### config.mk
export PLATFORM = sky130hd
export DESIGN_NAME = dataPort
export DESIGN_NICKNAME = d
export VERILOG_FILES = /design/src/design/memSys_defines.svh /design/src/design/memSysPkg.sv /design/src/design/dataPort.sv
export SDC_FILE = /design/constraint.sdc
export NUM_CORES = 1
export LEC_CHECK = 0
export BUFFER_PORTS_ARGS = -buffer_cell sky130_fd_sc_hd__buf_2
export CORE_ASPECT_RATIO = 1.2
export CORE_MARGIN = 3
export CORE_UTILIZATION = 35
export CTS_CLUSTER_DIAMETER = 120
export DETAILED_ROUTE_END_ITERATION = 10
export PLACE_DENSITY = 0.69
export SYNTH_ARGS = -nofsm -noshare
export SYNTH_HDL_FRONTEND = slang
export SYNTH_SLANG_ARGS = --single-unit
export TNS_END_PERCENT = 1
### constraint.sdc
create_clock -name clk -period 16 [get_ports clk]
set_clock_uncertainty 0.1 [all_clocks]
set_input_delay 0 -clock clk [delete_from_list [all_inputs] [get_ports clk]]
set_output_delay 0 -clock clk [all_outputs]
set_load 0.1 [all_outputs]
### src/design/memSys_defines.svh
// Cache, TLB and memory dimensions, included ahead of the RTL modules that are sized by them
`default_nettype none

`ifndef MEMSYS_DEFINES_SVH
`define MEMSYS_DEFINES_SVH

// Instruction cache geometry
`define ICACHE_LINES      16
`define ICACHE_LINE_WORDS 4

// Fully associative section TLB
`define TLB_ENTRIES 4

// Bus memory depth in 32-bit words
// Four sections of 256 words each
`define MEM_WORDS 1024

// Section base and virtual section index width
`define SECTION_BITS 12

`endif

`default_nettype wire

### src/design/memSysPkg.sv
// Shared bus and descriptor types, imported by the memory subsystem RTL and its testbench
`default_nettype none

package memSysPkg;

  // Transfer size on the shared bus
  // Encoded as log2 of the byte count, as on AHB-Lite HSIZE
  typedef enum logic [2:0]
  {
    SIZE_BYTE = 3'b000,
    SIZE_HALF = 3'b001,
    SIZE_WORD = 3'b010
  } busSizeE;

  // Low two bits of a first-level descriptor
  // Only sections translate here
  // Coarse and the unlisted fine encoding both end in an abort
  typedef enum logic [1:0]
  {
    DESC_FAULT   = 2'b00,
    DESC_COARSE  = 2'b01,
    DESC_SECTION = 2'b10
  } descTypeE;

endpackage

`default_nettype wire

### src/design/dataPort.sv
// Data access sequencer, translation first, then one bus transfer sized from the byte mask
`timescale 1ns/1ns
`default_nettype none

module dataPort (
  input  logic               clk,
  input  logic               reset,
  input  logic               dataValid,
  input  logic [31:0]        dataAddr,
  input  logic               dataWrite,
  input  logic [3:0]         byteMask,
  input  logic [31:0]        writeData,
  input  logic               transDone,
  input  logic               transFault,
  input  logic [31:0]        physAddr,
  input  logic               dataBusReady,
  input  logic [31:0]        busRData,
  output logic               transValid,
  output logic [31:0]        transVa,
  output logic               dataRequest,
  output logic [31:0]        dataBusAddr,
  output logic               dataBusWrite,
  output memSysPkg::busSizeE dataSize,
  output logic [31:0]        dataWData,
  output logic [31:0]        readData,
  output logic               dataReady,
  output logic               dataAbort
);
  import memSysPkg::*;

  typedef enum logic [1:0] {stIdle, stTranslate, stBus} stateE;

  stateE      state;
  logic [3:0] maskQ;
  logic [1:0] laneOffset;

  // Aligned masks only, anything else treated as a word
  always_comb
  begin
    dataSize   = SIZE_WORD;
    laneOffset = 2'd0;
    case (maskQ)
      4'b0011: dataSize = SIZE_HALF;
      4'b1100:
      begin
        dataSize   = SIZE_HALF;
        laneOffset = 2'd2;
      end
      4'b0001: dataSize = SIZE_BYTE;
      4'b0010:
      begin
        dataSize   = SIZE_BYTE;
        laneOffset = 2'd1;
      end
      4'b0100:
      begin
        dataSize   = SIZE_BYTE;
        laneOffset = 2'd2;
      end
      4'b1000:
      begin
        dataSize   = SIZE_BYTE;
        laneOffset = 2'd3;
      end
      default: dataSize = SIZE_WORD;
    endcase
  end

  always_ff @(posedge clk)
  begin
    transValid <= 1'b0;
    dataReady  <= 1'b0;
    dataAbort  <= 1'b0;
    if (reset)
    begin
      state       <= stIdle;
      dataRequest <= 1'b0;
    end
    else
      case (state)
        stIdle:
          if (dataValid)
          begin
            transValid <= 1'b1;
            state      <= stTranslate;
          end
        stTranslate:
          // Fault ends the access with no bus transfer
          if (transFault)
          begin
            dataAbort <= 1'b1;
            state     <= stIdle;
          end
          else if (transDone)
          begin
            dataRequest <= 1'b1;
            state       <= stBus;
          end
        default:
          if (dataBusReady)
          begin
            dataRequest <= 1'b0;
            dataReady   <= 1'b1;
            state       <= stIdle;
          end
      endcase
  end

  // writeData already sits in its byte lanes
  always_ff @(posedge clk)
  begin
    if (state == stIdle && dataValid)
    begin
      transVa      <= dataAddr;
      dataBusWrite <= dataWrite;
      maskQ        <= byteMask;
      dataWData    <= writeData;
    end
    if (state == stTranslate && transDone)
      dataBusAddr <= {physAddr[31:2], laneOffset};
    // Full word back, lane pick left to the core
    if (state == stBus && dataBusReady && !dataBusWrite)
      readData <= busRData;
  end

  // Core only issues naturally aligned byte, half or word masks
  assert property (@(posedge clk) disable iff (reset)
    dataValid && state == stIdle |->
      byteMask inside {4'b1111, 4'b0011, 4'b1100, 4'b0001, 4'b0010, 4'b0100, 4'b1000});

endmodule

`default_nettype wire

==> results of run 1 <==
cell families after synthesis:
family / Yosys count
xor gates and xnor gates: 1
DFF: 139
other: 1
buffers and inverters: 2
and+or+nand+nor: 20
AOI/OAI and AO/OA: 4
per-stage QoR:
| step | area (um^2) | std cells | utilization | setup slack (ns) |
|---|---|---|---|---|
| 2_1_floorplan | 4278 | 167 | - | 9.885 |
| 3_3_place_gp | 5848 | 596 | 0.4986 | 14.24 |
| 3_5_place_dp | 5848 | 596 | 0.4986 | 14.22 |
cell usage after synthesis:
cell type / instances / area, um^2
nor2_1: 4 / 15.01
nor3_2: 1 / 10.01
xnor2_1: 1 / 8.760
nand3_1: 2 / 10.01
buf_4: 1 / 7.510
and3b_2: 1 / 10.01
a21oi_1: 3 / 15.01
edfxtp_1: 133 / 3994
nand2_1: 3 / 11.26
and4bb_2: 1 / 12.51
nor2b_1: 1 / 6.260
conb_1: 1 / 3.750
o311a_1: 1 / 10.01
nor3b_1: 1 / 7.510
inv_1: 1 / 3.750
nand2b_1: 2 / 12.51
dfxtp_1: 6 / 120.1
nor3_1: 4 / 20.02
==> reports/metrics.cfg, run 1 <==
[yosys]
synthAdderAreaFrac = 0
synth.area.mux_share = 0
synth_cell_type_count = 18
synth_xor_area_frac = 0.002047
synth-simple-area-share = 0.02691
synth_area_um2 = 4278
yosysWarnings = 0
synth_seq_area_share = 0.9617
synthesis.instances = 167
ys_ff_latch = 139
synth_compound_area_frac = 0.005850
synth_top_family_by_area = simple AND/OR/NAND/NOR gates
synth_fp_nets = 306
syn_avg_cell_area_um2 = 25.62

[placed_design]
numPortBuffers = 271
place.gp.congestion = 0.7249
hpwl_um = 7507

[outcome]
lastStage = 4_1_cts
firstError = [ERROR RSZ-0060] Max buffer count reached.
status = stopped before the end

[clocking]
post_cts_resized = 0
holdBufCountCts = 126
cts_sinks = 139
cts_buffers = 17
clk_path_buf_depth = 2
h-tree-depth = 4
root_buffer = clkbuf_16
cts_setup_buffers = 0

[floorplanning]
row_count = 43
die-width_um = 106.9
ios = 275
die_y_um = 127.1
start_util = 0.3647

==> inputs of run 2 (changes only) <==
- CORE_ASPECT_RATIO: 1.2 -> not set
- CORE_UTILIZATION: 35 -> 20
- CTS_CLUSTER_DIAMETER: 120 -> not set
- PLACE_DENSITY: 0.69 -> not set
- PLACE_DENSITY_LB_ADDON: not set -> 0.15
==> run 2 against run 1 <==
Net effect: the flow now finishes without violations; synthesized cell count did not move; area after synthesis did not move.
==> reports/metrics.cfg, run 2 <==
[sta]
slew_headroom = 0.4097
tightest_slew_ns = 0.8854
max_freq_mhz = 463.2
timing.final.crit_period_ns = 2.159
fin_ws_ns = 13.84
setup_viol = 0
setup_tns_ns = 0
post-route-period-util = 0.1349
slew_viol_final = 0
rsz0062_at_grt = false
hold_viol = 0

[final_layout]
drive_gt1_frac = 0.5057
most-common-layout-cells = buf_2 (271), dlygate4sd3_1 (138), edfxtp_1 (133)
area_delta_synth_final_pct = 87.95
stdcell_count = 879
mostFrequentLayoutCell = buf_2
n_antenna_cell = 0
nNetsFinal = 735

[yosys]
synth_edf_count = 133
synth_common_cells = edfxtp_1 (133), dfxtp_1 (6), nor2_1 (4), nor3_1 (4)
synth_cell_type_count = 18
synth_fp_nets = 306
netlist.top_cell.by_area = edfxtp_1
synth_most_common_cell = edfxtp_1
async_reset_ff_frac = 0
synth_seq_area_share = 0.9617
synth_area_um2 = 4278
synth_top_area_share = 0.9336
synth_area_leaders = edfxtp_1 (93%), dfxtp_1 (2.8%), nor3_1 (0.47%)
synth_ff_type = edfxtp_1
synthesis.instances = 167
ys_ff_latch = 139
yosysWarnings = 0
syn_avg_cell_area_um2 = 25.62

[clocking]
h-tree-depth = 4
cts_sinks = 139
root_buffer = clkbuf_16
clock_latency_ns = 0.40
clkTransAtPathRegs_ns = 0.06
cts_buffers = 17
cts_setup_buffers = 0
cts_tree = done
post_cts_resized = 0
clk_path_buf_depth = 2

[drt]
dr.pass1.iters = 4
drtAntennaViolNets = 0
drtIter0Drc = 114
drc = 0
drt_wl_total_um = 11780
wl_per_cell_um = 13.40
vias = 3166
vias_per_cell = 3.602

[pwr]
power.total_w = 0.001048
peakVddDrop_mv = 0.06533
power.density_nw_per_um2 = 130.3
p_leak_nw = 3.340

[setup_path]
cp.buffers_inverters = 1
cp.depth = 4
critPathMaxStageDelay_ns = 0.70
critPathKind = reg2reg
critPathMaxFanout = 33
reg2reg_depth = 4
worstPathRequired_ns = 16.25
crit_chain = and3b_2 -> nand2b_1 -> a21oi_1 -> dlygate4sd3_1
start_kind = register
cpLargestDelayFamily = simple AND/OR/NAND/NOR gates
end_kind = register
critPathSlowestCell = and3b_2
arrival_ns = 2.41

[grt]
grt_pass1_wl_um = 18510
grt_max_degree = 71
overflow = 0
grt_usage = 0.1017
use_met3 = 0.05396
met1_usage = 0.1053
grt_use_met2 = 0.1753
grt.busiest_layer = met2
antenna_found_initial = 0
grt_pass1_vias = 3554

[floorplanning]
ios = 275
dieArea_um2 = 23180
die_y_um = 152.3
start_util = 0.2074
row_count = 52
core_area_um2 = 20620
die-width_um = 152.3

[placed_design]
dp_slack_ns = 14.18
numPortBuffers = 271
place.gp.congestion = 0.7295
placedCellCount = 709

[hold_path]
whs_path_depth = 2
hold_path_class = in2reg

[outcome]
status = finished, final reports clean

[run]
max_cap_violations = 0

run 2: cell counts after synthesis:
No cell type changed its count.
run 2: final timing paths:
kind	from	to	slack, ns
max	state[0]	dataRequest	13.84
min	writeData[13]	dataWData[13]	0.20
max reg2reg	state[0]	dataRequest	13.84
min reg2reg	state[1]	state[1]	0.50
run 2: worst reg2reg max path, stage by stage, from the launching register on:
cell and delay, ns:
dfxtp_1 0.44, and3b_2 0.70, nand2b_1 0.15, a21oi_1 0.15, dlygate4sd3_1 0.56
run 2: cells by family (layout without fill, tap and decap cells):
logic type / count (synthesis) / count (layout) / synth area share
AOI/OAI and AO/OA: 4 / 4 / 0.005849
DFF: 139 / 139 / 0.9617
and+or+nand+nor: 20 / 20 / 0.02691
buffers and inverters: 2 / 444 / 0.002632
other: 1 / 1 / 0.0008766
xor gates and xnor gates: 1 / 1 / 0.002048
run 2: area by class of cell:
class	instances	area [um^2]
fillers	1934	12580
multi-input cells	26	162.7
clock buffers	18	429.2
repair buffers	411	2753
flip-flops and latches	139	4114
clock inverters	14	240.2
inverters	1	3.754
well taps	270	337.8
run 2: through the flow:
stage	util	cell area [um^2]	hold WS (ns)
after floorplan	-	4278	-0.03093
after global placement	0.2904	5989	0.07612
after detailed placement	0.2904	5989	0.07810
after CTS	0.3898	8040	0.1663
after global routing	0.3898	8040	0.1775
final	0.3898	8040	0.1987
run 2: what timing repair did:
action | 4_1_cts | 5_1_grt
setup endpoints to repair | 0 | 0
hold endpoints to repair | 137 | 0
hold buffers | 138 | 0
run 2: per-layer routing:
layer  wire length [um]  vias to the layer above  part of all wire
met2               6069                      169              0.52
met4                171                        0             0.015
met3               1198                       12              0.10
met5                  0                        -                 0
li1                   -                     1519                 -
met1               4338                     1466              0.37
run 2: power by group:
group | internal [W] | switching [W] | total (W)
Sequential | 0.000419 | 0.00000477 | 0.000424
Combinational | 0.0000447 | 0.000134 | 0.000179
Clock | 0.000294 | 0.000150 | 0.000444
Total | 0.000758 | 0.000290 | 0.00105
(Power assumes the default switching activity.)
