File: src/design/memSys_defines.svh
// Cache, TLB and memory dimensions, included ahead of the RTL modules that are sized by them
`default_nettype none

`ifndef MEMSYS_DEFINES_SVH
`define MEMSYS_DEFINES_SVH

// Instruction cache geometry
`define ICACHE_LINES      16
`define ICACHE_LINE_WORDS 4

// Fully associative section TLB
`define TLB_ENTRIES 4

// Bus memory depth in 32-bit words
// Four sections of 256 words each
`define MEM_WORDS 1024

// Section base and virtual section index width
`define SECTION_BITS 12

`endif

`default_nettype wire

File: src/design/memSysPkg.sv
// Shared bus and descriptor types, imported by the memory subsystem RTL and its testbench
`default_nettype none

package memSysPkg;

  // Transfer size on the shared bus
  // Encoded as log2 of the byte count, as on AHB-Lite HSIZE
  typedef enum logic [2:0]
  {
    SIZE_BYTE = 3'b000,
    SIZE_HALF = 3'b001,
    SIZE_WORD = 3'b010
  } busSizeE;

  // Low two bits of a first-level descriptor
  // Only sections translate here
  // Coarse and the unlisted fine encoding both end in an abort
  typedef enum logic [1:0]
  {
    DESC_FAULT   = 2'b00,
    DESC_COARSE  = 2'b01,
    DESC_SECTION = 2'b10
  } descTypeE;

endpackage

`default_nettype wire

File: src/design/busArbiter3Way.sv
// Fixed-priority arbiter that puts the walker, data port or instruction cache on the shared bus
`timescale 1ns/1ns
`default_nettype none

module busArbiter3Way (
  input  logic               clk,
  input  logic               reset,
  input  logic               walkRequest,
  input  logic [31:0]        walkAddr,
  input  logic               dataRequest,
  input  logic [31:0]        dataAddr,
  input  logic               dataWrite,
  input  memSysPkg::busSizeE dataSize,
  input  logic [31:0]        dataWData,
  input  logic               fetchRequest,
  input  logic [31:0]        fetchAddr,
  input  logic               busReady,
  output logic               busRequest,
  output logic [31:0]        busAddr,
  output logic               busWrite,
  output memSysPkg::busSizeE busSize,
  output logic [31:0]        busWData,
  output logic               walkReady,
  output logic               dataBusReady,
  output logic               fetchReady
);
  import memSysPkg::*;

  // Bit 0 walker, bit 1 data port, bit 2 instruction cache
  logic [2:0] grant;
  logic [2:0] grantQ;
  // Transfer open from acceptance up to its ready pulse
  logic       busy;

  // Held grant while open, else walker first, then data, then fetch
  always_comb
  begin
    if (busy)
      grant = grantQ;
    else if (walkRequest)
      grant = 3'b001;
    else if (dataRequest)
      grant = 3'b010;
    else if (fetchRequest)
      grant = 3'b100;
    else
      grant = 3'b000;
  end

  assign busRequest = |(grant & {fetchRequest, dataRequest, walkRequest});

  // Walker and cache only ever issue word reads
  always_comb
  begin
    busAddr  = fetchAddr;
    busWrite = 1'b0;
    busSize  = SIZE_WORD;
    busWData = dataWData;
    if (grant[0])
      busAddr = walkAddr;
    else if (grant[1])
    begin
      busAddr  = dataAddr;
      busWrite = dataWrite;
      busSize  = dataSize;
    end
  end

  always_ff @(posedge clk)
  begin
    if (reset)
    begin
      busy   <= 1'b0;
      grantQ <= 3'b000;
    end
    else if (busy)
    begin
      // Released on the ready edge, next winner picked the cycle after
      if (busReady)
        busy <= 1'b0;
    end
    else if (busRequest)
    begin
      busy   <= 1'b1;
      grantQ <= grant;
    end
  end

  // Ready goes back to the owner only
  assign walkReady    = busReady & grant[0];
  assign dataBusReady = busReady & grant[1];
  assign fetchReady   = busReady & grant[2];

  // Exactly one owner whenever the bus carries a request
  assert property (@(posedge clk) disable iff (reset) busRequest |-> $onehot(grant));

endmodule

`default_nettype wire

File: config.mk
export PLATFORM = sky130hd
export DESIGN_NAME = busArbiter3Way
export DESIGN_NICKNAME = d
export VERILOG_FILES = /design/src/design/memSys_defines.svh /design/src/design/memSysPkg.sv /design/src/design/busArbiter3Way.sv
export SDC_FILE = /design/constraint.sdc
export NUM_CORES = 1
export LEC_CHECK = 0
export ABC_CLOCK_PERIOD_IN_PS = 1300
export BUFFER_PORTS_ARGS = -buffer_cell sky130_fd_sc_hd__buf_2
export CORE_AREA = 2 2 82 84
export DETAILED_ROUTE_END_ITERATION = 12
export DIE_AREA = 0 0 84 86
export GPL_TIMING_DRIVEN = 0
export HOLD_SLACK_MARGIN = 0.02
export PLACE_DENSITY = 0.67
export SLEW_MARGIN = 25
export SYNTH_ARGS = -nofsm -noshare
export SYNTH_HDL_FRONTEND = slang
export SYNTH_SLANG_ARGS = --single-unit
File: constraint.sdc
create_clock -name clk -period 1.3 [get_ports clk]
set_clock_uncertainty 0.2 [all_clocks]
set_input_delay 0.13 -clock clk [delete_from_list [all_inputs] [get_ports clk]]
set_output_delay 0.13 -clock clk [all_outputs]
set_load 0.01 [all_outputs]
==> qor.log, run 1 <==
INFO  global_route   first_global_vias=2,223
INFO  logic_synthesis postSynthRegisterBits=4
INFO  critical_path  worst-endpoint-arrival=1.58ns
INFO  place          place_area=2640um2
INFO  drt            dr_total_vias=2,291
INFO  global_route   grt_start_max_net_pins=11
INFO  worst_hold_path hold_path_startpoint=fetchRequest
INFO  critical_path  critical_path.max_fanout=10
INFO  finish         final_net_count=547
INFO  timing         setup_slack=-0.609ns
INFO  place          detailed_place_hpwl=5.04mm
INFO  pwr            ir_worst_vdd=430uV
INFO  clock_network  insertion_delay=0.22ns
INFO  die            die_h=86um
INFO  clock_network  cts_root_buffer=clkbuf_8
INFO  place          gp_congestion=0.796
INFO  drt            route.antenna.remaining_nets=0
INFO  critical_path  worstPathRequired=0.97ns
INFO  drt            route.layer.met1.wl=2.37mm
INFO  job            max_cap_violations=0
INFO  global_route   globalRoute.totalOverflow=0
INFO  drt            drt_first_iter_violations=29
INFO  die            num_rows=29
INFO  logic_synthesis syn-num-nets=355
INFO  timing         rsz0062_at_grt=true
INFO  pwr            power.density=545nW/um2
INFO  drt            detailroute.wirelength.met3=505um
INFO  drt            drt_wl_total=6.36mm
INFO  logic_synthesis syn-cell-area=1430um2
INFO  logic_synthesis yosys.area_share.adder=0%
INFO  drt            route.detailed.drc=0
INFO  clock_network  clock_tree_from_tritoncts=yes
INFO  finish         n_antenna_cell=0
INFO  logic_synthesis synth_cells=217
INFO  logic_synthesis seq_area_frac_synth=5.59%
INFO  global_route   antenna_found_initial=0
INFO  timing         worstMarginPinSlew=0.256ns
INFO  logic_synthesis synthXorXnorAreaFrac=0%
INFO  clock_network  clock_tree.htree_level_count=1
INFO  drt            routed_wire_length_per_instance=13.1um
INFO  critical_path  criticalPathCategory=flip-flop to output pin
INFO  die            die_w=84um
INFO  logic_synthesis largest_family_of_logic_cells_by_synthesized_area=simple AND/OR/NAND/NOR gates
INFO  drt            routed-wl-met2=3.47mm
INFO  clock_network  numCtsBuffers=3
INFO  clock_network  cts_num_sinks=4
INFO  timing         finalSetupViolCount=42
INFO  place          buffers_added_on_ports=177
INFO  pwr            p_leak=1.52nW
INFO  timing         drv_slew=0
INFO  logic_synthesis synth.mux.area_fraction=0.699%
INFO  logic_synthesis synth_warnings=0
INFO  clock_network  worst_setup_hold_path_clk_slew=0.03ns
INFO  timing         finalCriticalPeriod=1.91ns
INFO  die            start_util=22.8%
INFO  global_route   wire_length_of_the_first_global_routing_pass=9.76mm
INFO  finish         stdcell_area=2950um2
INFO  timing         timing.max_slew.rel_slack=82.8%
INFO  critical_path  start_kind=flip-flop
INFO  drt            firstDrtPassIters=4
INFO  logic_synthesis synth-compound-area-share=30.2%
INFO  logic_synthesis post_synth_and_or_nand_nor_area_fraction=37.6%
INFO  finish         drive_gt1_share=77.6%
INFO  critical_path  worst_setup_path_end_kind=output pin
INFO  global_route   track_usage=15.9%
INFO  critical_path  worst_setup_path_startpoint=busy
INFO  logic_synthesis synth.distinct_cells=29
INFO  finish         syn_to_final_growth=106%
INFO  finish         final-instance-count-excl-fill=484
INFO  logic_synthesis post_synth.cell_area_avg=6.60um2
INFO  outcome        outcome=complete, but fails checks
INFO  critical_path  regToRegStartpoint=busy
INFO  worst_hold_path hold_path.class=input port to flip-flop
INFO  timing         max_freq=0.524GHz
INFO  timing         finalCritPeriodShare=147%
INFO  die            floorplan.core_area=6280um2
INFO  timing         timing_hold_violations_final=0
INFO  die            die_area=7220um2
INFO  clock_network  max-clock-path-buffers=2
INFO  outcome        violations=negative setup slack
INFO  drt            avgViaCountPerCell=4.73
INFO  place          numPlacedInstances=471
INFO  die            num_io_pins=210
INFO  drt            routed.top_layer=met4
==> power breakdown <==
part / switching [W] / leakage, nW / internal, W / total, W
combinational: 0.000566 / 1.46 / 0.000629 / 0.00120
clock: 0.0000672 / 0.0216 / 0.000198 / 0.000265
sequential: 0.0000145 / 0.0336 / 0.000132 / 0.000147
total: 0.000647 / 1.52 / 0.000959 / 0.00161
==> cell usage in the layout, fill, tap and decap left out, types with 2 or more instances in the layout <==
cell           count
a21oi_2            2
a31oi_1            3
a31oi_2           30
and2_4             4
buf_12             4
buf_2            179
buf_4             37
buf_6              9
buf_8              3
clkbuf_4           2
clkbuf_8           6
dfxtp_1            3
dlygate4sd3_1      2
nand2_1            3
nand3_1            5
nand3_2           28
nor2_1            32
nor2_2             4
nor2b_1            3
o21ai_0           20
o21ai_1           13
==> metal layers <==
metal  vias to the layer above  track usage [%]
met5                         -                0
met4                         0             1.91
met3                         3             2.02
met2                       118             33.2
met1                      1040             17.3
li1                       1130                -
==> stage by stage <==
| step | TNS (ns) | utilization [%] | total power [W] | hold slack [ns] | setup slack, ns |
|---|---|---|---|---|---|
| floorplan | -5.76 | - | 0.000790 | -0.00756 | -0.172 |
| global placement | -17.48 | 42.1 | 0.00122 | 0.145 | -0.563 |
| detailed placement | -17.91 | 42.1 | 0.00123 | 0.150 | -0.572 |
| CTS | -22.79 | 46.1 | 0.00159 | 0.0702 | -0.615 |
| global route | -25.06 | 47.0 | 0.00172 | 0.0798 | -0.664 |
| finish | -22.66 | 47.0 | 0.00161 | 0.0633 | -0.609 |
==> repair_timing <==
| item | CTS | global route |
|---|---|---|
| pin swaps | 6 | 2 |
| hold endpoints to repair | 4 | 0 |
| cloned | 0 | 1 |
| gates resized for setup | 38 | 15 |
| setup endpoints to repair | 42 | 43 |
| hold buffers | 2 | 0 |
| setup buffers | 7 | 0 |
==> final cells by class <==
cell class / instances / area, um2
Fill cell: 653 / 3330
Multi-Input combinational cell: 160 / 1230
Timing Repair Buffer: 187 / 998
Buffer: 53 / 503
Tap cell: 77 / 96.3
Sequential cell: 4 / 83.8
Clock buffer: 3 / 41.3
==> final timing paths <==
path                               endpoint  slack (ns)  depth (start not counted)
worst max-delay path            busAddr[18]       -0.61                          6
worst min-delay path                   busy        0.06                          3
worst max register to register    grantQ[1]       -0.11                          4
worst min register to register    grantQ[2]        0.32                          2
==> cell families (layout without fill, tap and decap cells) <==
kind of cell / after synthesis / after routing
AND/OR/NAND/NOR: 85 / 85
AO/OA/AOI/OAI: 74 / 74
buffers and inverters: 53 / 243
flip-flops: 4 / 4
multiplexers: 1 / 1
==> registers in the layout, indices dropped and copies added (netlist names) <==
register	cells
grantQ	3
busy	1
==> critical path: stages (launching register included) <==
cell,delay (ns)
dfxtp_4,0.36
or3b_1,0.36
buf_6,0.16
buf_12,0.15
nand3_2,0.08
a31oi_2,0.09
buf_2,0.15
==> synth_stat cells <==
library cell	instances	area [um2]
nand2_2	1	6.26
and2_1	4	25.0
o21ai_1	9	45.0
a31oi_1	33	206
clkbuf_2	3	15.0
mux2i_1	1	10.0
buf_6	3	33.8
nor3_1	1	5.00
buf_2	6	30.0
a21oi_1	1	5.00
dfxtp_1	4	80.1
nand3_1	5	25.0
nand3_2	28	280
o21ai_2	1	8.76
a221oi_1	1	8.76
o21ai_0	24	120
a21boi_1	1	7.51
nor2b_1	3	18.8
o22a_1	1	8.76
a21oi_2	1	8.76
nor2_1	37	139
clkbuf_1	4	15.0
o22ai_1	1	6.26
nand2b_1	1	6.26
nor3b_2	1	12.5
nand2_1	3	11.3
buf_4	37	278
or3b_1	1	8.76
a22oi_1	1	7.51
(Power assumes the default switching activity.)
==> run 2, diff against run 1 <==
CORE_AREA = default   (was 2 2 82 84)
CORE_MARGIN = 5   (was default)
CORE_UTILIZATION = 28   (was default)
DIE_AREA = default   (was 0 0 84 86)
PLACE_DENSITY = 0.8   (was 0.67)
==> run 2 against run 1 <==
  * Clock power barely moved
  * Wire length rose by 8.9%
  * Power rose by 0.14%
  * First-iteration DRC count rose by 93%
  * Maximum frequency rose by 0.77%
  * Combinational power barely moved
  * Non-clock buffer count rose by 2
  * Sequential power barely moved
  * The run still ends with negative setup slack left
  * Critical endpoint is now busAddr[15]
  * Worst hold slack got worse by 0.0038 ns
  * Setup slack improved by 0.015 ns
  * Count of clock-buffer cells in the layout did not move
==> qor.log, run 2 (synthesis results as in run 1) <==
INFO  outcome        outcome=complete, but fails checks
INFO  outcome        violations=negative setup slack
INFO  die            die_h=81.5um
INFO  global_route   first_global_vias=2,061
INFO  global_route   track_usage=18.3%
INFO  place          place_area=2630um2
INFO  finish         syn_to_final_growth=105%
INFO  finish         n_antenna_cell=0
INFO  global_route   globalRoute.totalOverflow=0
INFO  critical_path  worst-endpoint-arrival=1.56ns
INFO  drt            firstDrtPassIters=4
INFO  critical_path  criticalPathCategory=flip-flop to output pin
INFO  pwr            ir_worst_vdd=755uV
INFO  die            start_util=28.4%
INFO  timing         timing_hold_violations_final=0
INFO  finish         largest_register_ff_count=3
INFO  finish         final_net_count=549
INFO  critical_path  worstPathRequired=0.97ns
INFO  global_route   wire_length_of_the_first_global_routing_pass=9.71mm
INFO  place          buffers_added_on_ports=177
INFO  drt            avgViaCountPerCell=4.73
INFO  clock_network  insertion_delay=0.22ns
INFO  finish         drive_gt1_share=78.5%
INFO  drt            route.detailed.drc=0
INFO  clock_network  worst_setup_hold_path_clk_slew=0.03ns
INFO  finish         top_register=grantQ
INFO  finish         most-common-layout-cells=buf_2, buf_4, nor2_1
INFO  die            die_area=6650um2
INFO  critical_path  critical_path.max_fanout=10
INFO  timing         max_freq=0.528GHz
INFO  drt            drt_first_iter_violations=56
INFO  worst_hold_path hold_path.class=input port to flip-flop
INFO  clock_network  cts_num_sinks=4
INFO  place          numPlacedInstances=464
INFO  place          detailed_place_hpwl=5.61mm
INFO  critical_path  start_kind=flip-flop
INFO  die            die_w=81.5um
INFO  clock_network  numCtsBuffers=3
INFO  global_route   grt_start_max_net_pins=11
INFO  critical_path  worst_setup_path_end_kind=output pin
INFO  drt            dr_total_vias=2,267
INFO  pwr            power.density=547nW/um2
INFO  global_route   antenna_found_initial=0
INFO  finish         stdcell_area=2940um2
INFO  die            num_io_pins=210
INFO  clock_network  clock_tree_from_tritoncts=yes
INFO  die            floorplan.core_area=5040um2
INFO  timing         finalSetupViolCount=42
INFO  timing         timing.max_slew.rel_slack=84.2%
INFO  timing         drv_slew=0
INFO  drt            routed_wire_length_per_instance=14.5um
INFO  clock_network  max-clock-path-buffers=2
INFO  finish         final-instance-count-excl-fill=479
INFO  finish         layout.cells.most_common=buf_2
INFO  timing         rsz0062_at_grt=true
INFO  drt            drt_wl_total=6.93mm
INFO  timing         worstMarginPinSlew=0.234ns
INFO  timing         finalCritPeriodShare=146%
INFO  clock_network  cts_root_buffer=clkbuf_8
INFO  clock_network  clock_tree.htree_level_count=1
INFO  pwr            p_leak=1.52nW
INFO  finish         largest_registers=grantQ: 3 flops, busy: 1 flops
INFO  place          gp_congestion=0.811
INFO  timing         setup_slack=-0.595ns
INFO  timing         finalCriticalPeriod=1.89ns
INFO  drt            route.antenna.remaining_nets=0
INFO  job            max_cap_violations=0
INFO  die            num_rows=26
-- run 2: area by class of cell --
type,count,area (um2)
fill,463,2100
sequential,4,85.1
timing repair buffer,189,1000
tap,70,87.6
multi-input combinational,160,1230
buffer,53,489
clock buffer,3,41.3
-- run 2: where the power goes --
group	leakage (nW)	switching, W	total, W	internal (W)
combinational	1.47	0.000571	0.00119	0.000624
sequential	0.0340	0.0000140	0.000147	0.000133
clock	0.0216	0.0000698	0.000268	0.000198
-- run 2: worst paths after layout --
kind / end / cells after the start / startpoint / slack, ns
min: grantQ[0] / 4 / fetchRequest / 0.06
max reg2reg: grantQ[1] / 5 / busy / -0.22
max: busAddr[15] / 6 / busy / -0.59
min reg2reg: grantQ[2] / 2 / grantQ[2] / 0.32
-- run 2: metrics by stage --
stage	hold slack, ns	total power [W]	TNS [ns]	utilization (%)	setup slack [ns]
finish	0.0595	0.00161	-22.37	58.3	-0.595
global route	0.0853	0.00173	-25.72	58.3	-0.673
CTS	0.0495	0.00159	-22.84	57.1	-0.610
detailed placement	0.143	0.00124	-17.95	52.2	-0.534
global placement	0.135	0.00122	-17.43	52.2	-0.540
floorplan	-0.00756	0.000790	-5.76	-	-0.172
-- run 2: timing repair --
| action | 4_1_cts | 5_1_grt |
|---|---|---|
| pin swaps | 6 | 0 |
| endpoints found under the setup margin | 42 | 43 |
| resized for setup | 32 | 12 |
| hold endpoints to repair | 4 | 0 |
| cloned | 0 | 1 |
| hold buffers | 2 | 0 |
| setup buffers | 8 | 1 |
-- run 2: worst max-delay path, stage by stage, from the launching register on --
cell and delay (ns):
dfxtp_4 0.36, or3b_1 0.36, buf_6 0.16, buf_12 0.15
nand3_2 0.07, a31oi_2 0.09, buf_2 0.15
-- run 2: layer usage --
layer,track usage [%],wire length [um]
met5,0,0
met4,2.87,28
met3,4.39,720
met2,35.3,3620
met1,20.4,2560
