<file path="config.mk">
export PLATFORM = sky130hd
export DESIGN_NAME = tableWalker
export DESIGN_NICKNAME = d
export VERILOG_FILES = /design/src/design/memSysPkg.sv /design/src/design/tableWalker.sv
export VERILOG_INCLUDE_DIRS = /design/src /design/src/design
export SDC_FILE = /design/constraint.sdc
export NUM_CORES = 1
export LEC_CHECK = 0
export BUFFER_PORTS_ARGS = -buffer_cell sky130_fd_sc_hd__buf_4
export CAP_MARGIN = 20
export CORE_AREA = 2 2 126 128
export CTS_BUF_LIST = sky130_fd_sc_hd__clkbuf_2 sky130_fd_sc_hd__clkbuf_4 sky130_fd_sc_hd__clkbuf_8
export DETAILED_ROUTE_END_ITERATION = 8
export DIE_AREA = 0 0 128 130
export PLACE_DENSITY = 0.63
export SLEW_MARGIN = 10
export SYNTH_ARGS = -nofsm -noshare
export SYNTH_HDL_FRONTEND = slang
export SYNTH_SLANG_ARGS = --single-unit
</file>
<file path="constraint.sdc">
create_clock -name clk -period 5.7 [get_ports clk]
set_clock_uncertainty 0.05 [all_clocks]
set_input_delay 1.14 -clock clk [delete_from_list [all_inputs] [get_ports clk]]
set_output_delay 1.14 -clock clk [all_outputs]
set_load 0.01 [all_outputs]
</file>
<file path="src/design/memSys_defines.svh">
// Cache, TLB and memory dimensions, included ahead of the RTL modules that are sized by them
`default_nettype none

`ifndef MEMSYS_DEFINES_SVH
`define MEMSYS_DEFINES_SVH

// Instruction cache geometry
`define ICACHE_LINES      16
`define ICACHE_LINE_WORDS 4

// Fully associative section TLB
`define TLB_ENTRIES 4

// Bus memory depth in 32-bit words
// Four sections of 256 words each
`define MEM_WORDS 1024

// Section base and virtual section index width
`define SECTION_BITS 12

`endif

`default_nettype wire

</file>
<file path="src/design/memSysPkg.sv">
// Shared bus and descriptor types, imported by the memory subsystem RTL and its testbench
`default_nettype none

package memSysPkg;

  // Transfer size on the shared bus
  // Encoded as log2 of the byte count, as on AHB-Lite HSIZE
  typedef enum logic [2:0]
  {
    SIZE_BYTE = 3'b000,
    SIZE_HALF = 3'b001,
    SIZE_WORD = 3'b010
  } busSizeE;

  // Low two bits of a first-level descriptor
  // Only sections translate here
  // Coarse and the unlisted fine encoding both end in an abort
  typedef enum logic [1:0]
  {
    DESC_FAULT   = 2'b00,
    DESC_COARSE  = 2'b01,
    DESC_SECTION = 2'b10
  } descTypeE;

endpackage

`default_nettype wire

</file>
<file path="src/design/tableWalker.sv">
// Section-only translation unit with a small TLB, walking first-level descriptors on a miss
`timescale 1ns/1ns
`include "memSys_defines.svh"
`default_nettype none

module tableWalker (
  input  logic        clk,
  input  logic        reset,
  input  logic        mmuEnable,
  input  logic [31:0] tableBase,
  input  logic        tlbFlush,
  input  logic        transValid,
  input  logic [31:0] transVa,
  input  logic        walkReady,
  input  logic [31:0] busRData,
  output logic        transDone,
  output logic        transFault,
  output logic [31:0] physAddr,
  output logic        walkRequest,
  output logic [31:0] walkAddr
);
  import memSysPkg::*;

  localparam int SecBits = `SECTION_BITS;
  localparam int PtrBits = $clog2(`TLB_ENTRIES);

  logic [`TLB_ENTRIES-1:0] tlbValid;
  logic [SecBits-1:0]      tlbVTag [`TLB_ENTRIES];
  logic [SecBits-1:0]      tlbPBase [`TLB_ENTRIES];
  // Round-robin victim
  logic [PtrBits-1:0]      nextVictim;
  logic [SecBits-1:0]      vaSection;
  logic [SecBits-1:0]      hitBase;
  logic                    tlbHit;
  logic                    isSection;
  logic                    fillEntry;

  // transVa stays put for the whole access
  assign vaSection = transVa[31:32-SecBits];
  // One descriptor word per virtual section
  assign walkAddr  = tableBase + 32'({vaSection, 2'b00});
  assign isSection = descTypeE'(busRData[1:0]) == DESC_SECTION;
  assign fillEntry = walkRequest && walkReady && isSection;

  // Fully associative compare
  always_comb
  begin
    tlbHit  = 1'b0;
    hitBase = '0;
    for (int i = 0; i < `TLB_ENTRIES; i++)
      if (tlbValid[i] && tlbVTag[i] == vaSection)
      begin
        tlbHit  = 1'b1;
        hitBase = tlbPBase[i];
      end
  end

  // walkRequest doubles as the walk-in-progress state
  always_ff @(posedge clk)
  begin
    transDone  <= 1'b0;
    transFault <= 1'b0;
    if (reset)
      walkRequest <= 1'b0;
    else if (!walkRequest && transValid)
    begin
      if (!mmuEnable || tlbHit)
        transDone <= 1'b1;
      else
        walkRequest <= 1'b1;
    end
    else if (walkRequest && walkReady)
    begin
      walkRequest <= 1'b0;
      transDone   <= isSection;
      transFault  <= !isSection;
    end
  end

  // Flat mapping with the MMU off
  always_ff @(posedge clk)
  begin
    if (!walkRequest && transValid)
      physAddr <= mmuEnable ? {hitBase, transVa[31-SecBits:0]} : transVa;
    else if (walkRequest && walkReady)
      physAddr <= {busRData[31:32-SecBits], transVa[31-SecBits:0]};
    if (fillEntry)
    begin
      tlbVTag[nextVictim]  <= vaSection;
      tlbPBase[nextVictim] <= busRData[31:32-SecBits];
    end
  end

  // Flush empties the TLB even during a fill
  always_ff @(posedge clk)
  begin
    if (reset || tlbFlush)
    begin
      tlbValid   <= '0;
      nextVictim <= '0;
    end
    else if (fillEntry)
    begin
      tlbValid[nextVictim] <= 1'b1;
      nextVictim           <= nextVictim + 1'b1;
    end
  end

  // No new walk while the memory still answers the last one
  assert property (@(posedge clk) disable iff (reset) walkReady |-> !$rose(walkRequest));

endmodule

`default_nettype wire

</file>
==> run_results.csv, run 1 <==
group,metric,value,unit
status,status,"finished clean",
power_and_ir_drop,power,2.17,mW
setup_path,crit_chain,"buf_4, ha_1, inv_1, fa_1, nand2b_1, a21oi_1, o211ai_1, a21oi_1, nand4_1, xnor2_1, buf_4",
setup_path,required,4.51,ns
floorplan,initial_core_util,0.416,
synth,syn_area_per_cell,13.0,µm²
cts,cts_buffer_depth,2,
final_layout,multiInputGateArea,2140,µm²
grt,antenna_found_initial,0,
setup_path,crit_type,"in2out",
synth,synth_cell_type_count,47,
synth,yosys.area.top_type_share,0.599,
synth,ys_warn_count,0,
worst_hold_path,whs_path_depth,2,
setup_path,cp-end-kind,"output port",
routing,remaining_drc_errors,0,
floorplan,coreArea,15400,µm²
final_layout,fillCellCount,1328,
timing,hold_viol_final,0,
timing,timing.setup.tns,0,ns
final_layout,post-route-util,0.520,
place,dpl_cell_area,7640,µm²
floorplan,io_pins,169,
synth,synth-seq-area-share,0.627,
final_layout,final_area,8020,µm²
synth,syn_nets,613,
grt,first_global_vias,4452,
place,port_buffers,146,
cts,cts_made_buffers,17,
final_layout,layout_commonest_cell,"buf_4",
final_layout,area_growth,25.0,%
grt,grt_max_degree,33,
synth,ys_top_cells_by_area,"edfxtp_1, xnor2_1, ha_1, dfxtp_1, o2111a_1",
place,place_inst,809,
routing,detail_route.wl_per_cell,16.5,µm
timing,whs,0.423,ns
routing,antenna_left,0,
synth,synth.ff_latch_count,137,
synth,synth_area,6420,µm²
final_layout,mostFrequentLayoutCells,"buf_4, edfxtp_1, xnor2_1, nand2_1",
setup_path,start_kind,"input port",
cts,ctsHtreeMaxLevel,4,
floorplan,dieHeight,130,µm
place,place_congestion,0.809,
power_and_ir_drop,power_density,271,nW/µm²
routing,firstDrtPassIters,4,
routing,wl,13.8,mm
timing,tightest_slew,0.935,ns
setup_path,crit_buf_inv,3,
grt,gr-total-overflow,0,
timing,drv_slew,0,
cts,postCtsHoldBufs,0,
setup_path,crit_family,"compound AO/OA/AOI/OAI gates",
place,dpl.hpwl,9.50,mm
synth,synth_edf_count,128,
power_and_ir_drop,comb_power_share,0.133,
final_layout,seqCellArea,4020,µm²
worst_hold_path,hp-class,"reg2reg",
cts,cts_resized,0,
place,dp_slack,0.969,ns
power_and_ir_drop,clkPwrFrac,0.347,
power_and_ir_drop,power_switching_share,0.222,
setup_path,r2r_cells,6,
floorplan,rows,46,
setup_path,critical_path_arrival,3.52,ns
cts,clock_sinks,137,
cts,path_clk_slew,0.07,ns
timing,fmax,0.212,GHz
final_layout,diodes,0,
power_and_ir_drop,p_leak,3.00,nW
routing,vias,4301,
final_layout,layout.nets,755,
timing,fin_ws,0.993,ns
routing,wl_met1,5.92,mm
floorplan,chipWidth,128,µm
routing,dr.first_iter.drc_count,284,
timing,finalCritPeriodShare,0.826,
timing,fin_crit,4.71,ns
cts,root_buffer,"clkbuf_8",
routing,met3_length,934,µm
power_and_ir_drop,ir_drop,0.153,mV
cts,cts_setup_buffers,0,
timing,setup_violations,0,
timing,max_slew_margin,0.376,
timing,grt_setup_unrepaired,"false",
synth,yosys.area.top_type,"edfxtp_1",
power_and_ir_drop,p_int,1.69,mW
floorplan,dieArea,16600,µm²
power_and_ir_drop,p_sw,0.483,mW
synth,synth_top_flop_cell,"edfxtp_1",
setup_path,crit_path_top_delay_cell,"a21oi_1",
cts,clk_latency,0.43,ns
routing,avgViaCountPerCell,5.11,
synth,ys_async_sr_fraction,0,
grt,grt_pass1_wl,22.0,mm
synth,synth_cells,494,
flow_run,drv_cap,0,
final_layout,drive_gt1_frac,0.297,
grt,track_usage,0.173,
routing,dr_wl_met2,6.76,mm
routing,highest_layer,"met4",
power_and_ir_drop,pwr-share-seq,0.519,
setup_path,slowest_delay,0.47,ns
cts,tritoncts,"yes",
setup_path,crit_fanout,10,
setup_path,crit_cells,11,
final_layout,final_cells,841,
-- worst register-to-register path: cells and delay by family (launching register included) --
family	cells	cell delay (ns)
AOI/OAI and AO/OA	2	0.51
xor gates and xnor gates	1	0.18
DFF	1	0.38
and+or+nand+nor	3	1.28
-- power groups by stage --
stage                     combinational (mW)  clock [mW]  sequential [mW]
after global routing                   0.320       0.818             1.13
after CTS                              0.294       0.773             1.13
after detailed placement               0.292           0             1.15
after global placement                 0.287           0             1.15
after floorplan                        0.135           0             1.16
final                                  0.290       0.755             1.13
-- synth_stat cells, drive strengths merged, types with 2 or more instances --
cell type    n
a21o         6
a21oi       20
a311o        2
a31oi        2
and2         5
and3        17
and4         2
buf         18
clkbuf      12
dfxtp        9
edfxtp     128
ha          16
inv         22
nand2       31
nand2b       4
nand3       22
nand4       16
nor2        20
nor2b        4
nor4         3
o2111a      11
o211ai       3
o21ai       27
or3          2
or4          3
xnor2       74
xor2         3
-- area by class of cell --
| cell class | instances | area share |
|---|---|---|
| Clock buffer | 29 | 0.0428 |
| Clock inverter | 3 | 0.00499 |
| Inverter | 22 | 0.0103 |
| Multi-Input combinational cell | 305 | 0.267 |
| Sequential cell | 137 | 0.502 |
| Tap cell | 192 | 0.0300 |
| Timing Repair Buffer | 153 | 0.143 |
-- registers in the layout, indices dropped and copies added, names as in the netlist --
| name | cells |
|---|---|
| tlbPBase | 48 |
| tlbVTag | 48 |
| physAddr | 32 |
| tlbValid | 4 |
| nextVictim | 2 |
| transDone | 1 |
| transFault | 1 |
| walkRequest | 1 |
-- kinds of logic (layout without fill, tap and decap cells) --
kind of cell | after synthesis | count (layout) | synth area share
DFF | 137 | 137 | 0.627
and+or+nand+nor | 132 | 132 | 0.108
AOI/OAI and AO/OA | 78 | 78 | 0.0811
xor gates and xnor gates | 77 | 77 | 0.109
buffers and inverters | 52 | 207 | 0.0392
adders and majority gates | 17 | 17 | 0.0343
muxes | 1 | 1 | 0.00156
-- worst paths after layout --
kind / to / startpoint / slack (ns)
worst min-delay path: tlbValid[3] / tlbValid[3] / 0.42
worst max-delay path: walkAddr[20] / transVa[20] / 0.99
worst min register to register: tlbValid[3] / tlbValid[3] / 0.42
worst max register to register: physAddr[22] / tlbVTag[0][7] / 3.14
-- per-layer routing --
layer	track usage	vias up
met5	0	-
met4	0.0692	0
met3	0.0451	19
met2	0.299	163
met1	0.209	2031
li1	-	2088
(Power assumes the default switching activity.)
==> inputs of run 2 (changes only) <==
--- a/config.mk
+++ b/config.mk
@@ -6,12 +6,13 @@
 export SDC_FILE = /design/constraint.sdc
 export NUM_CORES = 1
 export LEC_CHECK = 0
+export ABC_AREA = 1
 export BUFFER_PORTS_ARGS = -buffer_cell sky130_fd_sc_hd__buf_4
 export CAP_MARGIN = 20
-export CORE_AREA = 2 2 126 128
+export CORE_AREA = 2 2 131 133
 export CTS_BUF_LIST = sky130_fd_sc_hd__clkbuf_2 sky130_fd_sc_hd__clkbuf_4 sky130_fd_sc_hd__clkbuf_8
 export DETAILED_ROUTE_END_ITERATION = 8
-export DIE_AREA = 0 0 128 130
+export DIE_AREA = 0 0 133 135
 export PLACE_DENSITY = 0.63
 export SLEW_MARGIN = 10
 export SYNTH_ARGS = -nofsm -noshare
==> constraint.sdc (replaced) <==
create_clock -name clk -period 4.9 [get_ports clk]
set_clock_uncertainty 0.05 [all_clocks]
set_input_delay 0.98 -clock clk [delete_from_list [all_inputs] [get_ports clk]]
set_output_delay 0.98 -clock clk [all_outputs]
set_load 0.01 [all_outputs]
==> run 2 against run 1 <==
Compared with the run above:
- die area is 7.9% higher
- area after synthesis increased by 9.7%
- global-route usage is 2.2 points higher
- first-iteration DRC count grew 27%
- cell area rose by 8.7%
- count of clock-buffer cells in the layout fell by 10
- via count up 29%
- synthesized cell count increased by 51%
- critical path type unchanged
- largest cell class unchanged
==> run_results.csv, run 2 <==
group,metric,value,unit
final_layout,mostFrequentLayoutCells,"nand2_1, buf_4, edfxtp_1, inv_1, nor2_1",
flow_run,drv_cap,0,
floorplan,initial_core_util,0.429,
floorplan,dieArea,18000,µm²
worst_hold_path,hp-class,"reg2reg",
place,port_buffers,146,
cts,clk_latency,0.45,ns
setup_path,r2r-start,"tlbVTag[2][11]",
grt,gr-total-overflow,0,
timing,tightest_slew,1.06,ns
power_and_ir_drop,power,2.55,mW
setup_path,critPathLaunch,"transVa[20]",
status,status,"finished clean",
final_layout,layout.nets,1012,
power_and_ir_drop,power_density,293,nW/µm²
cts,cts_resized,0,
synth,synth_cell_type_count,40,
floorplan,dieHeight,135,µm
timing,hold_viol_final,0,
synth,yosys.area.top_type,"edfxtp_1",
timing,fmax,0.250,GHz
routing,remaining_drc_errors,0,
synth,ys_top_cells_by_area,"edfxtp_1, nand2_1, inv_1, nor2_1, nand3_1",
routing,firstDrtPassIters,5,
cts,cts_made_buffers,17,
cts,path_clk_slew,0.07,ns
setup_path,crit_fanout,9,
floorplan,io_pins,169,
final_layout,diodes,0,
setup_path,reg2reg_to,"physAddr[29]",
setup_path,r2r_cells,11,
synth,syn_nets,863,
timing,max_slew_margin,0.295,
grt,grtUsageMet2,0.328,
final_layout,drive_gt1_frac,0.233,
final_layout,final_cells,1126,
routing,wl,17.3,mm
setup_path,cp-end-kind,"output port",
place,dp_slack,0.880,ns
setup_path,crit_family,"compound AO/OA/AOI/OAI gates",
timing,fin_crit,4.01,ns
grt,track_usage,0.196,
synth,synth_area,7040,µm²
power_and_ir_drop,ir_drop,0.153,mV
timing,finalCritPeriodShare,0.818,
timing,timing.setup.tns,0,ns
setup_path,crit_chain,"buf_4, ha_1, inv_1, fa_1, nor2_1, a211oi_1, o21ai_1, nand2_1, o21ai_1, nand2_1, nand2_1, nand2_1, nand2_1, buf_4",
grt,antenna_found_initial,0,
floorplan,rows,47,
routing,detail_route.wl_per_cell,15.4,µm
timing,drv_slew,0,
cts,cts_setup_buffers,0,
synth,synth.ff_latch_count,137,
final_layout,post-route-util,0.531,
setup_path,crit_type,"in2out",
timing,grt_setup_unrepaired,"false",
synth,synth_cells,744,
grt,grtUsageMet1,0.256,
synth,syn_area_per_cell,9.46,µm²
synth,ys_async_sr_fraction,0,
routing,dr.first_iter.drc_count,361,
setup_path,start_kind,"input port",
power_and_ir_drop,p_leak,3.78,nW
grt,grt_pass1_wl,27.0,mm
setup_path,critical_path_arrival,2.98,ns
floorplan,coreArea,16400,µm²
cts,postCtsHoldBufs,0,
setup_path,cp_common_cell,"nand2_1",
routing,antenna_left,0,
setup_path,required,3.87,ns
worst_hold_path,whs_path_depth,2,
timing,fin_ws,0.894,ns
cts,ctsHtreeMaxLevel,4,
grt,met3_usage,0.0398,
cts,tritoncts,"yes",
synth,synth-seq-area-share,0.572,
cts,cts_buffer_depth,2,
setup_path,slowest_delay,0.39,ns
routing,vias,5551,
synth,ys_warn_count,0,
synth,synth.most_common_cell,"nand2_1",
place,dpl.hpwl,12.1,mm
cts,clock_sinks,137,
place,place_congestion,0.898,
setup_path,crit_path_top_delay_cell,"fa_1",
floorplan,chipWidth,133,µm
final_layout,layout_commonest_cell,"nand2_1",
synth,netlist_top_cells_count,"nand2_1, edfxtp_1, inv_1, nor2_1, nand3_1",
grt,grt_most_used_layer,"met2",
final_layout,area_growth,23.8,%
grt,grt_max_degree,33,
setup_path,reg2reg_setup_slack,2.49,ns
synth,yosys.area.top_type_share,0.546,
grt,first_global_vias,5229,
place,place_inst,1092,
synth,synth_edf_count,128,
cts,root_buffer,"clkbuf_8",
final_layout,largest_registers,"tlbPBase x48, tlbVTag x48, physAddr x32",
routing,avgViaCountPerCell,4.93,
timing,setup_violations,0,
setup_path,crit_buf_inv,3,
worst_hold_path,hold_end,"tlbValid[3]",
synth,synth_top_flop_cell,"edfxtp_1",
worst_hold_path,hp-start,"tlbValid[3]",
## run 2: metrics by stage
step	hold WS [ns]	cell area (µm²)
after global placement	0.421	8300
after CTS	0.437	8670
after detailed placement	0.425	8300
final	0.436	8710
after global routing	0.460	8710
after floorplan	0.386	7040
## run 2: kinds of logic (layout without fill, tap and decap cells)
family / after synthesis / in the layout / share of synthesized area
buf+inv: 113 / 275 / 0.0665
flops: 137 / 137 / 0.572
simple gates: 361 / 361 / 0.219
xor+xnor: 36 / 36 / 0.0459
fa+ha+maj: 17 / 17 / 0.0313
compound gates: 80 / 80 / 0.0653
## run 2: area by class of cell
type | instances | area [µm²]
fillers | 1509 | 7690
flip-flops and latches | 137 | 4020
multi-input cells | 494 | 2540
repair buffers | 149 | 1150
inverters | 94 | 353
well taps | 220 | 275
clock buffers | 19 | 249
clock inverters | 13 | 121
## run 2: worst max path at each step
stage                              end  cells after the start
final                     walkAddr[28]                     14
after global routing      walkAddr[28]                     14
after CTS                 walkAddr[28]                     14
after detailed placement  walkAddr[28]                     14
after global placement    walkAddr[28]                     14
after floorplan           walkAddr[26]                     10
## run 2: routing by layer
metal	part of all wire	wire length [µm]
met1	0.45	7770
met2	0.48	8390
met3	0.054	940
met4	0.013	230
met5	0	0
## run 2: worst register-to-register path: cells and delay by family, from the launching register on
| kind | cells | cell delay [ns] |
|---|---|---|
| compound gates | 1 | 0.14 |
| buf+inv | 1 | 0.07 |
| flops | 1 | 0.42 |
| simple gates | 9 | 1.58 |
## run 2: power by group
part           total (mW)  switching, mW  internal, mW
Combinational       0.374          0.207         0.167
Clock               0.861          0.447         0.414
Sequential           1.32        0.00700          1.31
==> inputs of run 3 (changes only) <==
==> constraint.sdc (replaced) <==
create_clock -name clk -period 4.2 [get_ports clk]
set_clock_uncertainty 0.05 [all_clocks]
set_input_delay 0.84 -clock clk [delete_from_list [all_inputs] [get_ports clk]]
set_output_delay 0.84 -clock clk [all_outputs]
set_load 0.01 [all_outputs]
==> run 3 against run 2 <==
Compared with the run above:
- combinational power increased by 16%
- setup slack lost 0.40 ns
- count of clock-buffer cells in the layout down 2
- register-to-register slack got worse by 0.71 ns
- hold slack worse by 0.010 ns
- global-route usage increased by 0.13 points
- cell area decreased by 0.72%
- wire length decreased by 0.42%
- clock power is 4.2% higher
- power grew 12%
- critical path type unchanged
- critical path depth unchanged
==> run_results.csv, run 3 (synthesis gave the netlist of run 2 again) <==
group,metric,value,unit
setup_path,cp-end-kind,"output port",
final_layout,diodes,0,
floorplan,initial_core_util,0.429,
final_layout,fillCellCount,1525,
timing,grt_setup_unrepaired,"false",
setup_path,crit_path_top_delay_cell,"a211oi_1",
final_layout,drive_gt1_frac,0.232,
timing,fmax,0.269,GHz
setup_path,start_kind,"input port",
floorplan,chipWidth,133,µm
flow_run,drv_cap,0,
timing,drv_slew,0,
timing,fin_crit,3.71,ns
final_layout,area_growth,22.9,%
cts,cts_buffer_depth,2,
routing,avgViaCountPerCell,4.95,
setup_path,cp_common_cell,"nand2_1",
timing,setup_violations,0,
routing,vias,5574,
final_layout,layout.nets,1014,
cts,tritoncts,"yes",
cts,cts_made_buffers,17,
floorplan,rows,47,
floorplan,dieHeight,135,µm
final_layout,largest_registers,"tlbPBase x48, tlbVTag x48, physAddr x32",
grt,first_global_vias,5307,
setup_path,crit_type,"in2out",
grt,antenna_found_initial,0,
grt,grt_pass1_wl,27.3,mm
grt,gr-total-overflow,0,
cts,root_buffer,"clkbuf_8",
timing,timing.setup.tns,0,ns
floorplan,dieArea,18000,µm²
setup_path,required,3.31,ns
grt,track_usage,0.197,
routing,dr.first_iter.drc_count,441,
timing,tightest_slew,0.890,ns
power_and_ir_drop,power_density,331,nW/µm²
routing,antenna_left,0,
final_layout,seqCellArea,4020,µm²
cts,postCtsHoldBufs,0,
cts,cts_resized,0,
routing,detail_route.wl_per_cell,15.3,µm
setup_path,slowest_delay,0.49,ns
grt,grt_max_degree,33,
place,port_buffers,146,
power_and_ir_drop,p_leak,3.77,nW
timing,finalCritPeriodShare,0.884,
final_layout,multiInputGateArea,2540,µm²
final_layout,mostFrequentLayoutCells,"nand2_1, buf_4, edfxtp_1, inv_1, nor2_1",
place,place_inst,1096,
setup_path,critical_path_arrival,2.82,ns
timing,whs,0.425,ns
setup_path,crit_chain,"buf_4, ha_1, inv_1, fa_1, nor2_1, a211oi_1, o21ai_1, nand2_1, o21ai_1, nand2_1, nand2_1, nand2_1, nand2_1, buf_4",
worst_hold_path,hp-class,"reg2reg",
floorplan,io_pins,169,
final_layout,final_cells,1127,
timing,hold_viol_final,0,
cts,clock_sinks,137,
routing,wl,17.3,mm
final_layout,layout_commonest_cell,"nand2_1",
floorplan,coreArea,16400,µm²
setup_path,crit_fanout,9,
cts,clk_latency,0.44,ns
power_and_ir_drop,ir_drop,0.191,mV
place,dpl.hpwl,12.3,mm
cts,path_clk_slew,0.07,ns
cts,cts_setup_buffers,0,
routing,firstDrtPassIters,5,
timing,max_slew_margin,0.405,
routing,remaining_drc_errors,0,
status,status,"finished clean",
place,place_congestion,0.903,
cts,ctsHtreeMaxLevel,4,
run 3: changes by cell type in the layout (fill, tap and decap cells not counted):
cell | previous run | this run
buf_4 | 147 | 151
buf_8 | 1 | 0
clkinvlp_4 | 5 | 3
clkinv_2 | 2 | 6
clkbuf_4 | 2 | 0
inv_6 | 2 | 0
buf_16 | 1 | 0
clkinv_1 | 0 | 2
bufinv_16 | 1 | 0
run 3: final timing paths:
path,start,endpoint,slack [ns],cells past startpoint
worst max-delay path,transVa[20],walkAddr[28],0.49,14
worst min-delay path,tlbValid[0],tlbValid[0],0.43,2
worst max register to register,tlbVTag[2][11],physAddr[29],1.78,11
worst min register to register,tlbValid[0],tlbValid[0],0.43,2
run 3: worst max-delay path: cells and delay by family:
family	cells	cell delay [ns]
buffers and inverters	3	0.37
AOI/OAI and AO/OA	3	0.80
adders and majority gates	2	0.40
and+or+nand+nor	6	0.42
run 3: per-stage QoR:
step / area, µm² / utilization / worst slack [ns] / power, mW
final: 8650 / 0.527 / 0.489 / 2.87
after global routing: 8650 / 0.527 / 0.270 / 2.98
after CTS: 8650 / 0.527 / 0.480 / 2.90
after global placement: 8330 / 0.508 / 0.487 / 2.00
after floorplan: 7040 / - / 0.940 / 1.78
after detailed placement: 8330 / 0.508 / 0.484 / 2.00
run 3: per-layer routing:
metal,part of all wire,track usage,up-vias
met3,0.056,0.0484,23
met1,0.45,0.253,2596
li1,-,-,2789
met5,0,0,-
met2,0.48,0.323,166
met4,0.014,0.0759,0
run 3: final cells by class:
class,instances,share of cell area
clock buffer,17,0.0270
clock inverter,14,0.00998
inverter,94,0.0408
multi-input combinational,494,0.294
sequential,137,0.465
tap,220,0.0318
timing repair buffer,151,0.131
run 3: report_power, final:
part | switching (mW) | total [mW] | internal [mW]
Clock | 0.503 | 0.897 | 0.394
Sequential | 0.00800 | 1.54 | 1.53
Combinational | 0.239 | 0.434 | 0.194
Total | 0.750 | 2.87 | 2.12
